File: src/source/udp_pkg.sv
package udp_pkg;

  localparam int WIDE_W         = 512;
  localparam int NARROW_W       = 256;
  localparam int WIDE_KEEP_W    = WIDE_W / 8;
  localparam int NARROW_KEEP_W  = NARROW_W / 8;
  localparam int PKT_BYTES      = 160;                 // 2.5 wide beats
  localparam int PKT_WIDE_BEATS = 3;
  localparam int FIFO_DEPTH     = 4;
  localparam int LINK_CREDITS   = 4;                   // granted by the far end
  localparam int CONV_SLOTS     = 1;                   // width converters hold one item
  localparam int CHECK_SLOTS    = 1;
  localparam int CREDIT_W       = 3;
  localparam int BURST_W        = 8;
  localparam int ERR_W          = 16;
  localparam int BEAT_W         = 2;
  localparam int PKT_SEQ_W      = 24;                  // sequence wraps at 2^24
  localparam int WORD_W         = 32;

  typedef struct packed {
    logic [WIDE_W-1:0]      data;
    logic [WIDE_KEEP_W-1:0] keep;
    logic                   last;
  } wide_beat_t;

  typedef struct packed {
    logic [NARROW_W-1:0]      data;
    logic [NARROW_KEEP_W-1:0] keep;
    logic                     last;
  } narrow_beat_t;

  // test pattern shared by generator and checker
  function automatic wide_beat_t pattern_beat(input logic [PKT_SEQ_W-1:0] pkt,
                                              input logic [BEAT_W-1:0]    beat);
    wide_beat_t b;
    int         nbytes;
    b      = '0;
    nbytes = PKT_BYTES - int'(beat) * WIDE_KEEP_W;     // bytes left from this beat on
    for (int i = 0; i < WIDE_KEEP_W; i++) begin
      b.keep[i] = (i < nbytes);
    end
    for (int w = 0; w < WIDE_W / WORD_W; w++) begin
      if (b.keep[w * WORD_W / 8]) begin
        b.data[w * WORD_W +: WORD_W] = {pkt, 8'h00} + WORD_W'(beat) * 16 + WORD_W'(w);
      end
    end
    b.last = (beat == BEAT_W'(PKT_WIDE_BEATS - 1));
    return b;
  endfunction

endpackage

File: src/source/credit_fifo.sv
`timescale 1ns/100ps

module credit_fifo #(
  parameter type payload_t   = udp_pkg::narrow_beat_t,
  parameter int  FIFO_DEPTH  = udp_pkg::FIFO_DEPTH,
  parameter int  OUT_CREDITS = udp_pkg::LINK_CREDITS
) (
  input  logic     clk,
  input  logic     rst_n,
  input  logic     in_valid,
  input  payload_t in_item,
  output logic     in_credit,
  output logic     out_valid,
  output payload_t out_item,
  input  logic     out_credit
);
  import udp_pkg::*;

  payload_t                        mem [FIFO_DEPTH];
  logic [$clog2(FIFO_DEPTH)-1:0]   wr_ptr;
  logic [$clog2(FIFO_DEPTH)-1:0]   rd_ptr;
  logic [$clog2(FIFO_DEPTH+1)-1:0] fill;
  logic [CREDIT_W-1:0]             credits;           // slots free downstream
  logic                            pop;

  assign pop = (fill != '0) && (credits != '0);

  always_ff @(posedge clk or negedge rst_n) begin
    if (!rst_n) begin
      wr_ptr    <= '0;
      rd_ptr    <= '0;
      fill      <= '0;
      credits   <= CREDIT_W'(OUT_CREDITS);
      out_valid <= 1'b0;
      in_credit <= 1'b0;
    end else begin
      out_valid <= pop;
      in_credit <= pop;                                 // slot freed on every pop
      credits   <= credits - CREDIT_W'(pop) + CREDIT_W'(out_credit);
      fill      <= fill + in_valid - pop;
      if (in_valid) begin
        wr_ptr <= (wr_ptr == FIFO_DEPTH - 1) ? '0 : wr_ptr + 1'b1;
      end
      if (pop) begin
        rd_ptr <= (rd_ptr == FIFO_DEPTH - 1) ? '0 : rd_ptr + 1'b1;
      end
    end
  end

  always_ff @(posedge clk) begin
    if (in_valid) begin
      mem[wr_ptr] <= in_item;
    end
    if (pop) begin
      out_item <= mem[rd_ptr];
    end
  end

endmodule

File: src/source/pkt_check.sv
`timescale 1ns/100ps

module pkt_check (
  input  logic                        clk,
  input  logic                        rst_n,
  input  logic                        in_valid,
  input  udp_pkg::wide_beat_t         in_item,
  output logic                        in_credit,
  output logic [udp_pkg::BURST_W-1:0] pkt_count,
  output logic [udp_pkg::ERR_W-1:0]   err_count,
  output logic                        err_flag
);
  import udp_pkg::*;

  logic [PKT_SEQ_W-1:0] pkt_seq;
  logic [BEAT_W-1:0]    beat;
  wide_beat_t           expected;
  logic                 mismatch;

  assign expected = pattern_beat(pkt_seq, beat);
  assign mismatch = (in_item != expected);            // data, keep or last

  always_ff @(posedge clk or negedge rst_n) begin
    if (!rst_n) begin
      in_credit <= 1'b0;
      pkt_seq   <= '0;
      beat      <= '0;
      pkt_count <= '0;
      err_count <= '0;
      err_flag  <= 1'b0;
    end else begin
      in_credit <= in_valid;                            // always sinks, credit next cycle
      if (in_valid) begin
        if (beat == BEAT_W'(PKT_WIDE_BEATS - 1)) begin
          beat    <= '0;
          pkt_seq <= pkt_seq + 1'b1;
        end else begin
          beat <= beat + 1'b1;
        end
        if (mismatch) begin
          err_count <= err_count + 1'b1;
          err_flag  <= 1'b1;                            // sticky
        end
        if (in_item.last) begin
          pkt_count <= pkt_count + 1'b1;
        end
      end
    end
  end

endmodule

File: src/source/pkt_gen.sv
`timescale 1ns/100ps

module pkt_gen (
  input  logic                        clk,
  input  logic                        rst_n,
  input  logic                        burst_start,
  input  logic [udp_pkg::BURST_W-1:0] burst_len,
  output logic                        busy,
  output logic                        out_valid,
  output udp_pkg::wide_beat_t         out_item,
  input  logic                        out_credit
);
  import udp_pkg::*;

  logic [CREDIT_W-1:0]  credits;
  logic [BURST_W-1:0]   pkts_left;
  logic [PKT_SEQ_W-1:0] pkt_seq;                       // runs on across bursts
  logic [BEAT_W-1:0]    beat;
  logic                 send;

  assign send = busy && (credits != '0);

  always_ff @(posedge clk or negedge rst_n) begin
    if (!rst_n) begin
      busy      <= 1'b0;
      out_valid <= 1'b0;
      credits   <= CREDIT_W'(FIFO_DEPTH);
      pkts_left <= '0;
      pkt_seq   <= '0;
      beat      <= '0;
    end else begin
      out_valid <= send;
      credits   <= credits - CREDIT_W'(send) + CREDIT_W'(out_credit);
      if (!busy && burst_start && (burst_len != '0)) begin
        busy      <= 1'b1;
        pkts_left <= burst_len;
      end
      if (send) begin
        if (beat == BEAT_W'(PKT_WIDE_BEATS - 1)) begin  // packet done
          beat      <= '0;
          pkt_seq   <= pkt_seq + 1'b1;
          pkts_left <= pkts_left - 1'b1;
          if (pkts_left == BURST_W'(1)) begin
            busy <= 1'b0;
          end
        end else begin
          beat <= beat + 1'b1;
        end
      end
    end
  end

  always_ff @(posedge clk) begin
    if (send) begin
      out_item <= pattern_beat(pkt_seq, beat);
    end
  end

endmodule

File: src/source/udp_loop_top.sv
`timescale 1ns/100ps

module udp_loop_top (
  input  logic                        clk,
  input  logic                        rst_n,
  input  logic                        burst_start,
  input  logic [udp_pkg::BURST_W-1:0] burst_len,
  output logic                        busy,
  output logic                        tx_valid,
  output udp_pkg::narrow_beat_t       tx_beat,
  input  logic                        tx_credit,
  input  logic                        rx_valid,
  input  udp_pkg::narrow_beat_t       rx_beat,
  output logic                        rx_credit,
  output logic [udp_pkg::BURST_W-1:0] pkt_count,
  output logic [udp_pkg::ERR_W-1:0]   err_count,
  output logic                        err_flag
);
  import udp_pkg::*;

  logic         gen_valid,  gen_credit;
  wide_beat_t   gen_beat;
  logic         dn_valid,   dn_credit;
  wide_beat_t   dn_beat;                               // gen_fifo to width_down
  logic         nar_valid,  nar_credit;
  narrow_beat_t nar_beat;                              // width_down to tx_fifo
  logic         up_valid,   up_credit;
  narrow_beat_t up_beat;                               // rx_fifo to width_up
  logic         chk_valid,  chk_credit;
  wide_beat_t   chk_beat;

  pkt_gen u_pkt_gen (
    .clk(clk), .rst_n(rst_n), .burst_start(burst_start), .burst_len(burst_len),
    .busy(busy), .out_valid(gen_valid), .out_item(gen_beat), .out_credit(gen_credit)
  );

  credit_fifo #(.payload_t(wide_beat_t), .OUT_CREDITS(CONV_SLOTS)) gen_fifo (
    .clk(clk), .rst_n(rst_n), .in_valid(gen_valid), .in_item(gen_beat),
    .in_credit(gen_credit), .out_valid(dn_valid), .out_item(dn_beat), .out_credit(dn_credit)
  );

  width_down u_width_down (
    .clk(clk), .rst_n(rst_n), .in_valid(dn_valid), .in_item(dn_beat), .in_credit(dn_credit),
    .out_valid(nar_valid), .out_item(nar_beat), .out_credit(nar_credit)
  );

  credit_fifo #(.payload_t(narrow_beat_t), .OUT_CREDITS(LINK_CREDITS)) tx_fifo (
    .clk(clk), .rst_n(rst_n), .in_valid(nar_valid), .in_item(nar_beat),
    .in_credit(nar_credit), .out_valid(tx_valid), .out_item(tx_beat), .out_credit(tx_credit)
  );

  credit_fifo #(.payload_t(narrow_beat_t), .OUT_CREDITS(CONV_SLOTS)) rx_fifo (
    .clk(clk), .rst_n(rst_n), .in_valid(rx_valid), .in_item(rx_beat),
    .in_credit(rx_credit), .out_valid(up_valid), .out_item(up_beat), .out_credit(up_credit)
  );

  width_up u_width_up (
    .clk(clk), .rst_n(rst_n), .in_valid(up_valid), .in_item(up_beat), .in_credit(up_credit),
    .out_valid(chk_valid), .out_item(chk_beat), .out_credit(chk_credit)
  );

  pkt_check u_pkt_check (
    .clk(clk), .rst_n(rst_n), .in_valid(chk_valid), .in_item(chk_beat),
    .in_credit(chk_credit), .pkt_count(pkt_count), .err_count(err_count), .err_flag(err_flag)
  );

endmodule

File: src/source/width_down.sv
`timescale 1ns/100ps

module width_down (
  input  logic                  clk,
  input  logic                  rst_n,
  input  logic                  in_valid,
  input  udp_pkg::wide_beat_t   in_item,
  output logic                  in_credit,
  output logic                  out_valid,
  output udp_pkg::narrow_beat_t out_item,
  input  logic                  out_credit
);
  import udp_pkg::*;

  wide_beat_t          hold;
  logic                full;
  logic                upper;                          // next half to send is the top one
  logic                skip_upper;
  logic                send;
  logic [CREDIT_W-1:0] credits;

  assign send       = full && (credits != '0);
  assign skip_upper = (hold.keep[WIDE_KEEP_W-1:NARROW_KEEP_W] == '0);

  always_ff @(posedge clk or negedge rst_n) begin
    if (!rst_n) begin
      full      <= 1'b0;
      upper     <= 1'b0;
      credits   <= CREDIT_W'(FIFO_DEPTH);
      out_valid <= 1'b0;
      in_credit <= 1'b0;
    end else begin
      out_valid <= send;
      in_credit <= 1'b0;
      credits   <= credits - CREDIT_W'(send) + CREDIT_W'(out_credit);
      if (send) begin
        if (upper || skip_upper) begin
          full      <= 1'b0;
          upper     <= 1'b0;
          in_credit <= 1'b1;                            // last half gone, slot free
        end else begin
          upper <= 1'b1;
        end
      end
      if (in_valid) begin
        full  <= 1'b1;
        upper <= 1'b0;
      end
    end
  end

  always_ff @(posedge clk) begin
    if (in_valid) begin
      hold <= in_item;
    end
    if (send) begin
      if (upper) begin
        out_item <= '{data: hold.data[WIDE_W-1:NARROW_W],
                      keep: hold.keep[WIDE_KEEP_W-1:NARROW_KEEP_W],
                      last: hold.last};
      end else begin
        out_item <= '{data: hold.data[NARROW_W-1:0],
                      keep: hold.keep[NARROW_KEEP_W-1:0],
                      last: hold.last && skip_upper};  // short tail ends on lower half
      end
    end
  end

endmodule

File: src/source/width_up.sv
`timescale 1ns/100ps

module width_up (
  input  logic                  clk,
  input  logic                  rst_n,
  input  logic                  in_valid,
  input  udp_pkg::narrow_beat_t in_item,
  output logic                  in_credit,
  output logic                  out_valid,
  output udp_pkg::wide_beat_t   out_item,
  input  logic                  out_credit
);
  import udp_pkg::*;

  narrow_beat_t        lo;
  wide_beat_t          wide_q;
  logic                have_lo;
  logic                pend;                           // wide beat waiting for a credit
  logic                send;
  logic [CREDIT_W-1:0] credits;

  assign send = pend && (credits != '0);

  always_ff @(posedge clk or negedge rst_n) begin
    if (!rst_n) begin
      have_lo   <= 1'b0;
      pend      <= 1'b0;
      credits   <= CREDIT_W'(CHECK_SLOTS);
      out_valid <= 1'b0;
      in_credit <= 1'b0;
    end else begin
      out_valid <= send;
      credits   <= credits - CREDIT_W'(send) + CREDIT_W'(out_credit);
      in_credit <= send || (in_valid && !have_lo && !in_item.last);
      if (send) begin
        pend <= 1'b0;
      end
      if (in_valid) begin
        if (have_lo) begin
          have_lo <= 1'b0;
          pend    <= 1'b1;
        end else if (in_item.last) begin
          pend <= 1'b1;                                 // tail fits in lower half
        end else begin
          have_lo <= 1'b1;
        end
      end
    end
  end

  always_ff @(posedge clk) begin
    if (in_valid && !have_lo) begin
      lo <= in_item;
    end
    if (in_valid && have_lo) begin
      wide_q <= '{data: {in_item.data, lo.data},
                  keep: {in_item.keep, lo.keep},
                  last: in_item.last};
    end else if (in_valid && in_item.last) begin
      wide_q <= '{data: {{NARROW_W{1'b0}}, in_item.data},
                  keep: {{NARROW_KEEP_W{1'b0}}, in_item.keep},
                  last: 1'b1};
    end
    if (send) begin
      out_item <= wide_q;
    end
  end

endmodule
File: config.mk
export PLATFORM = sky130hd
export DESIGN_NAME = udp_loop_top
export DESIGN_NICKNAME = d
export VERILOG_FILES = /design/src/source/udp_pkg.sv /design/src/source/credit_fifo.sv /design/src/source/pkt_check.sv /design/src/source/pkt_gen.sv /design/src/source/udp_loop_top.sv /design/src/source/width_down.sv /design/src/source/width_up.sv
export SDC_FILE = /design/constraint.sdc
export NUM_CORES = 2
export LEC_CHECK = 0
export ABC_AREA = 1
export BUFFER_PORTS_ARGS = -buffer_cell sky130_fd_sc_hd__buf_2
export CAP_MARGIN = 10
export CORE_ASPECT_RATIO = 1.5
export CORE_MARGIN = 1.5
export CORE_UTILIZATION = 35
export CTS_BUF_LIST = sky130_fd_sc_hd__clkbuf_2
export DETAILED_ROUTE_END_ITERATION = 12
export GPL_ROUTABILITY_DRIVEN = 1
export PLACE_DENSITY_LB_ADDON = 0.2
export SETUP_SLACK_MARGIN = 0.05
export SLEW_MARGIN = 10
export SYNTH_ARGS = -nofsm -noshare
export SYNTH_HDL_FRONTEND = slang
export SYNTH_MEMORY_MAX_BITS = 65536
export SYNTH_SLANG_ARGS = --single-unit
File: constraint.sdc
create_clock -name clk -period 33.7 [get_ports clk]
set_input_delay 6.74 -clock clk [delete_from_list [all_inputs] [get_ports clk]]
set_output_delay 6.74 -clock clk [all_outputs]
set_load 0.1 [all_outputs]
# == After elaboration in Yosys (flattened, before gate mapping) ==
# Memories as Yosys holds them, arrays and structs flattened. A register that Yosys moved wholly into a read port is not among the register bits.
# Index checks and enable logic that the tools add are counted.
# totals
input_bits,302
word_cells,366
ram_bits,4620
register_bits,3023
mem_count,3
out_inout_bits,317
# mem_list
memory,depth,word_bits,rd,rd_ports_with_merged_regs,wr,line_no,source
gen_fifo.mem,4,577,1,1,1,credit_fifo.sv:19,payload_t mem [FIFO_DEPTH];
rx_fifo.mem,4,289,1,1,1,credit_fifo.sv:19,
tx_fifo.mem,4,289,1,1,1,credit_fifo.sv:19,
# op_classes
magnitude_cmp,128
n_eq_ne,10
add_sub_neg,65
n_reduce_logical,37
muxes,54
# ops
operator,count
$lt 7x32->1 const A,64
$mux 577,2
$lt 6x32->1 const A,32
$ne 577x577->1,1
$add 32x4->32 const B,16
$lt 5x32->1 const A,16
$mux 32,16
$mux 289,1
$add 32x3->32 const B,8
$lt 4x32->1 const A,8
$add 32x2->32 const B,4
$lt 3x32->1 const A,4
$add 32x1->32 const B,2
$add 32x6->32,2
$lt 1x32->1 const A,2
$lt 2x32->1 const A,2
$add 24x1->24 const B,2
$logic_not 32->1,1
$add 3x1->3,9
$reduce_bool 3->1,9
$sub 3x1->3,9
$mux 1,24
$mux 8,3
$sub 8x8->9 const A,2
other kinds (13),55

# == Logic depth before layout (Yosys ltp) ==
# depth
ltp_word,7
depth_mapped,20
depth_no_buf,17

# == Modules after synthesis ==
# Synthesis repeated with hierarchy kept, for this count alone.
# hier_totals
cells_unflattened,22650
area_unflattened_um2,318330.3
# by_module_without_submodules
mod,area_per_inst_um2,cells_each,seq_area_each_um2,n_inst
credit_fifo (gen_fifo),109267.3,7382,86909.6,1
credit_fifo (rx_fifo),55426.9,3734,43668.1,1
credit_fifo (tx_fifo),55416.9,3735,43668.1,1
width_up,48860.6,2727,43477.9,1
width_down,30115.1,1854,26181.4,1
pkt_check,11135.7,2269,1301.2,1
pkt_gen,8107.8,949,2688.8,1

# == Least setup slack after synthesis ==
# No wires, ideal clock.
# synth_path
path_type,register to register
start,"register, netlist name rx_fifo.in_credit"
end,register u_width_up.wide_q[0] (netlist bit) (enable)
synth_period_minus_slack_ns,30.492
slack_ns,3.208
required_time_ns,31.985
setup_time_ns,1.715
path_buffers,0
stages_incl_launch_ff,3
arrival_time_ns,28.777
cell_sequence,dfrtp_1 inv_1 a21oi_1
# synth_lines
item,line_no,source
end signal: assignment,width_up.sv:56,"wide_q <= '{data: {in_item.data, lo.data},"
end signal: assignment,width_up.sv:60,"wide_q <= '{data: {{NARROW_W{1'b0}}, in_item.data},"
end: declaration,width_up.sv:16,wide_beat_t wide_q;

==> impl_metrics.csv <==
group,metric,value,unit
pwr,ir_drop,0.0000358,V
floorplan,die-height,769,µm
timing,finalWorstSetupSlack,23.39,ns
timing,fin_setup_tns,0,ns
floorplan,die_w,514,µm
cts,cts_buffer_depth,4,
setup_path,max_stage_delay,0.83,ns
timing,hold_viol_final,0,
setup_path,crit_chain,"buf_2",
cells_and_area,final_common_cell,"edfxtp_1",
grt,grt_max_degree,180,
synth,netlist_instances,9985,
cts,path_clk_slew,0.11,ns
routing,wire_per_inst,22.5,µm
cells_and_area,drive_gt1_frac,0.185,
synth,synthDistinctLibCells,45,
synth,netlist_top_cells_area,"edfxtp_1 (76%), o21ai_0 (4.1%), nand2_1 (4.1%)",
cts,insertion_delay,2.30,ns
cts,cts_hold_buf,0,
pwr,total_leakage_power,52.9,nW
setup_path,endpoint_kind,"output port",
routing,firstDrtPassIters,6,
placement,dpl-instance-area,144000,µm²
run_status,status,"finished clean",
synth,synth_seq_cells,3604,
cts,h-tree-depth,6,
setup_path,crit_type,"reg -> out",
cells_and_area,register_area,108000,µm²
routing,wl,377,mm
setup_path,arrival,3.57,ns
cells_and_area,utilization,0.390,
cells_and_area,fin_area,152000,µm²
setup_path,worstPathRequired,26.96,ns
cts,post_cts_buffers,0,
grt,grt_pass1_vias,80300,
cells_and_area,multi_input_area,23400,µm²
grt,grt_antenna_before_repair,53,
cts,cts_tree,"built",
synth,synth_largest_area_cell,"edfxtp_1",
grt,grt_pass1_wl,537,mm
setup_path,critPathTopFamily,"flip-flops",
cells_and_area,nets,11300,
pwr,pwr_density_cell,55.1,nW/µm²
cts,numCtsBuffers,835,
timing,finalCriticalPeriod,10.31,ns
timing,drv_slew,0,
timing,fmax,97.0,MHz
grt,grt_overflow,0,
timing,fin_skew,0.183,ns
placement,dpl.hpwl,234,mm
grt,gr-usage-all-layers,0.186,
floorplan,fp-row-count,281,
placement,dp.cells,15200,
timing,rsz0062_at_grt,"false",
routing,drc,0,
cells_and_area,syn2layout_area_growth,11.0,%
setup_path,crit_path_top_delay_cell,"edfxtp_1",
cells_and_area,layout.cells.non_filler,16700,
placement,portBuffers,590,
synth,avgSynthCellArea,13.7,µm²
setup_path,crit_path_max_fanout,32,
cts,cts.sinks,3604,
routing,drt_iter0_markers,5513,
floorplan,core_area,390000,µm²
floorplan,start_util,0.351,
timing,maxSlewHeadroom,0.198,
timing,period_share,0.306,
cells_and_area,nFillCells,37200,
timing,tightest_slew,1.20,ns
placement,place_ws,23.23,ns
floorplan,pin_count,619,
synth,synth.top_cell.area_share,0.759,
cells_and_area,final_cell_mix,"edfxtp_1 (3466), nand2_1 (1483), nor2_1 (1449)",
hold_path,hp-class,"reg -> reg",
timing,setup_viol,0,
cts,cts-root-buf,"clkbuf_2",
cts,post_cts_resize_count,0,
placement,gp_congestion,0.918,
synth,synth_area,137000,µm²
floorplan,die-area,395000,µm²
setup_path,start_kind,"flip-flop",
routing,antenna_left,0,
setup_path,worst-path-buf-inv,1,
routing,via_per_inst,4.80,
synth,yosysSeqAreaShare,0.785,
run,maxCapViolCount,0,
synth,ys_warn_count,0,
routing,via_count,80200,
-- synthesized netlist by cell type (all sizes together) --
| library cell | n |
|---|---|
| nand4 | 21 |
| nor2 | 1466 |
| nor3 | 38 |
| nand3 | 112 |
| xnor2 | 78 |
| o31ai | 5 |
| or2 | 8 |
| o22ai | 376 |
| inv | 700 |
| nor4 | 6 |
| buf | 331 |
| o21ai | 1139 |
| clkbuf | 344 |
| xor2 | 85 |
| nand2 | 1514 |
| clkinv | 2 |
| a31oi | 1 |
| dfrtp | 132 |
| and3 | 2 |
| mux2 | 1 |
| edfxtp | 3466 |
| ha | 39 |
| o21bai | 2 |
| conb | 1 |
| a32oi | 1 |
| nand3b | 69 |
| dfstp | 6 |
| fa | 9 |
| a21o | 1 |
| a211oi | 4 |
| a2bb2oi | 1 |
| a21oi | 24 |
| a21boi | 1 |
-- report_power, final --
part / leakage, nW / total [mW] / internal (mW) / switching [mW]
clock network: 5.91 / 2.86 / 1.10 / 1.76
logic: 17.0 / 0.333 / 0.0576 / 0.276
registers: 30.0 / 5.18 / 5.13 / 0.0469
total: 52.9 / 8.37 / 6.29 / 2.08
-- registers in the layout, summed over array words and instances (netlist names), 24 cells and up --
name                   cells
u_width_down.out_item     30
u_width_up.wide_q        577
rx_fifo.out_item         289
u_width_down.hold         57
rx_fifo.mem             1156
tx_fifo.mem              120
tx_fifo.out_item          30
u_width_up.out_item      577
u_pkt_check.pkt_seq       24
gen_fifo.mem             228
u_pkt_gen.out_item        57
u_width_up.lo            288
u_pkt_gen.pkt_seq         24
gen_fifo.out_item         57
-- cell type report --
| type | count | share of cell area |
|---|---|---|
| antenna | 30 | 0.000494 |
| multi-input combinational | 5032 | 0.154 |
| tap | 5094 | 0.0419 |
| timing repair buffer | 732 | 0.0273 |
| clock buffer | 1229 | 0.0404 |
| clock inverter | 285 | 0.0110 |
| sequential | 3604 | 0.707 |
| inverter | 702 | 0.0178 |
-- kinds of logic (layout without fill, tap and decap cells) --
family | Yosys count | in the layout | synth area share
xor gates and xnor gates | 163 | 163 | 0.0104
buffers and inverters | 1377 | 2948 | 0.0458
and+or+nand+nor | 3236 | 3236 | 0.0936
DFF | 3604 | 3604 | 0.785
adders and majority gates | 48 | 48 | 0.00488
muxes | 1 | 1 | 0.0000822
AOI/OAI and AO/OA | 1555 | 1555 | 0.0605
other | 1 | 59 | 0.0000274
-- stage by stage --
stage | hold slack (ns) | total power, mW
after floorplan | 0.352 | 5.50
after global placement | 0.400 | 5.62
after detailed placement | 0.405 | 5.64
after CTS | 0.303 | 8.54
after global routing | 0.311 | 8.77
final | 0.333 | 8.37
-- worst reg2reg max path, cell delays in order, from the launching register on --
cell and delay (ns):
dfrtp_2 0.40, buf_4 0.23, buf_4 0.33, nand2_8 0.58, buf_4 0.65, nand2_2 0.64
nand2_1 0.19, nand2_1 0.07, nor2_1 0.61, nand3_1 0.20, nor2_1 0.16, nand2_1 0.06
nor2_1 0.14, nand2_1 0.08, nor2_2 0.16, nand3_4 0.29, nand2_4 0.34, nand2_1 0.10
-- worst paths after layout --
path,to,startpoint,slack [ns],cells after the start
worst max-delay path,tx_beat[23],tx_fifo.out_item[32],23.39,1
worst max register to register,u_pkt_check.err_flag,u_pkt_check.beat[1],28.21,17
min in group asynchronous,rx_fifo.in_credit,rst_n,4.61,1
worst min-delay path,u_width_up.out_item[540],u_width_up.wide_q[540],0.33,0
worst min register to register,u_width_up.out_item[540],u_width_up.wide_q[540],0.33,0
max in group asynchronous,u_pkt_gen.pkt_seq[0],rst_n,27.51,2
-- routing by layer --
| metal | wire [µm] | up-vias | track usage |
|---|---|---|---|
| met3 | 22600 | 853 | 0.0384 |
| li1 | - | 37200 | - |
| met5 | 130 | - | 0 |
| met4 | 18900 | 22 | 0.0929 |
| met1 | 145000 | 39300 | 0.214 |
| met2 | 190000 | 2777 | 0.326 |
Note: power is estimated with default switching activity, not from simulation.
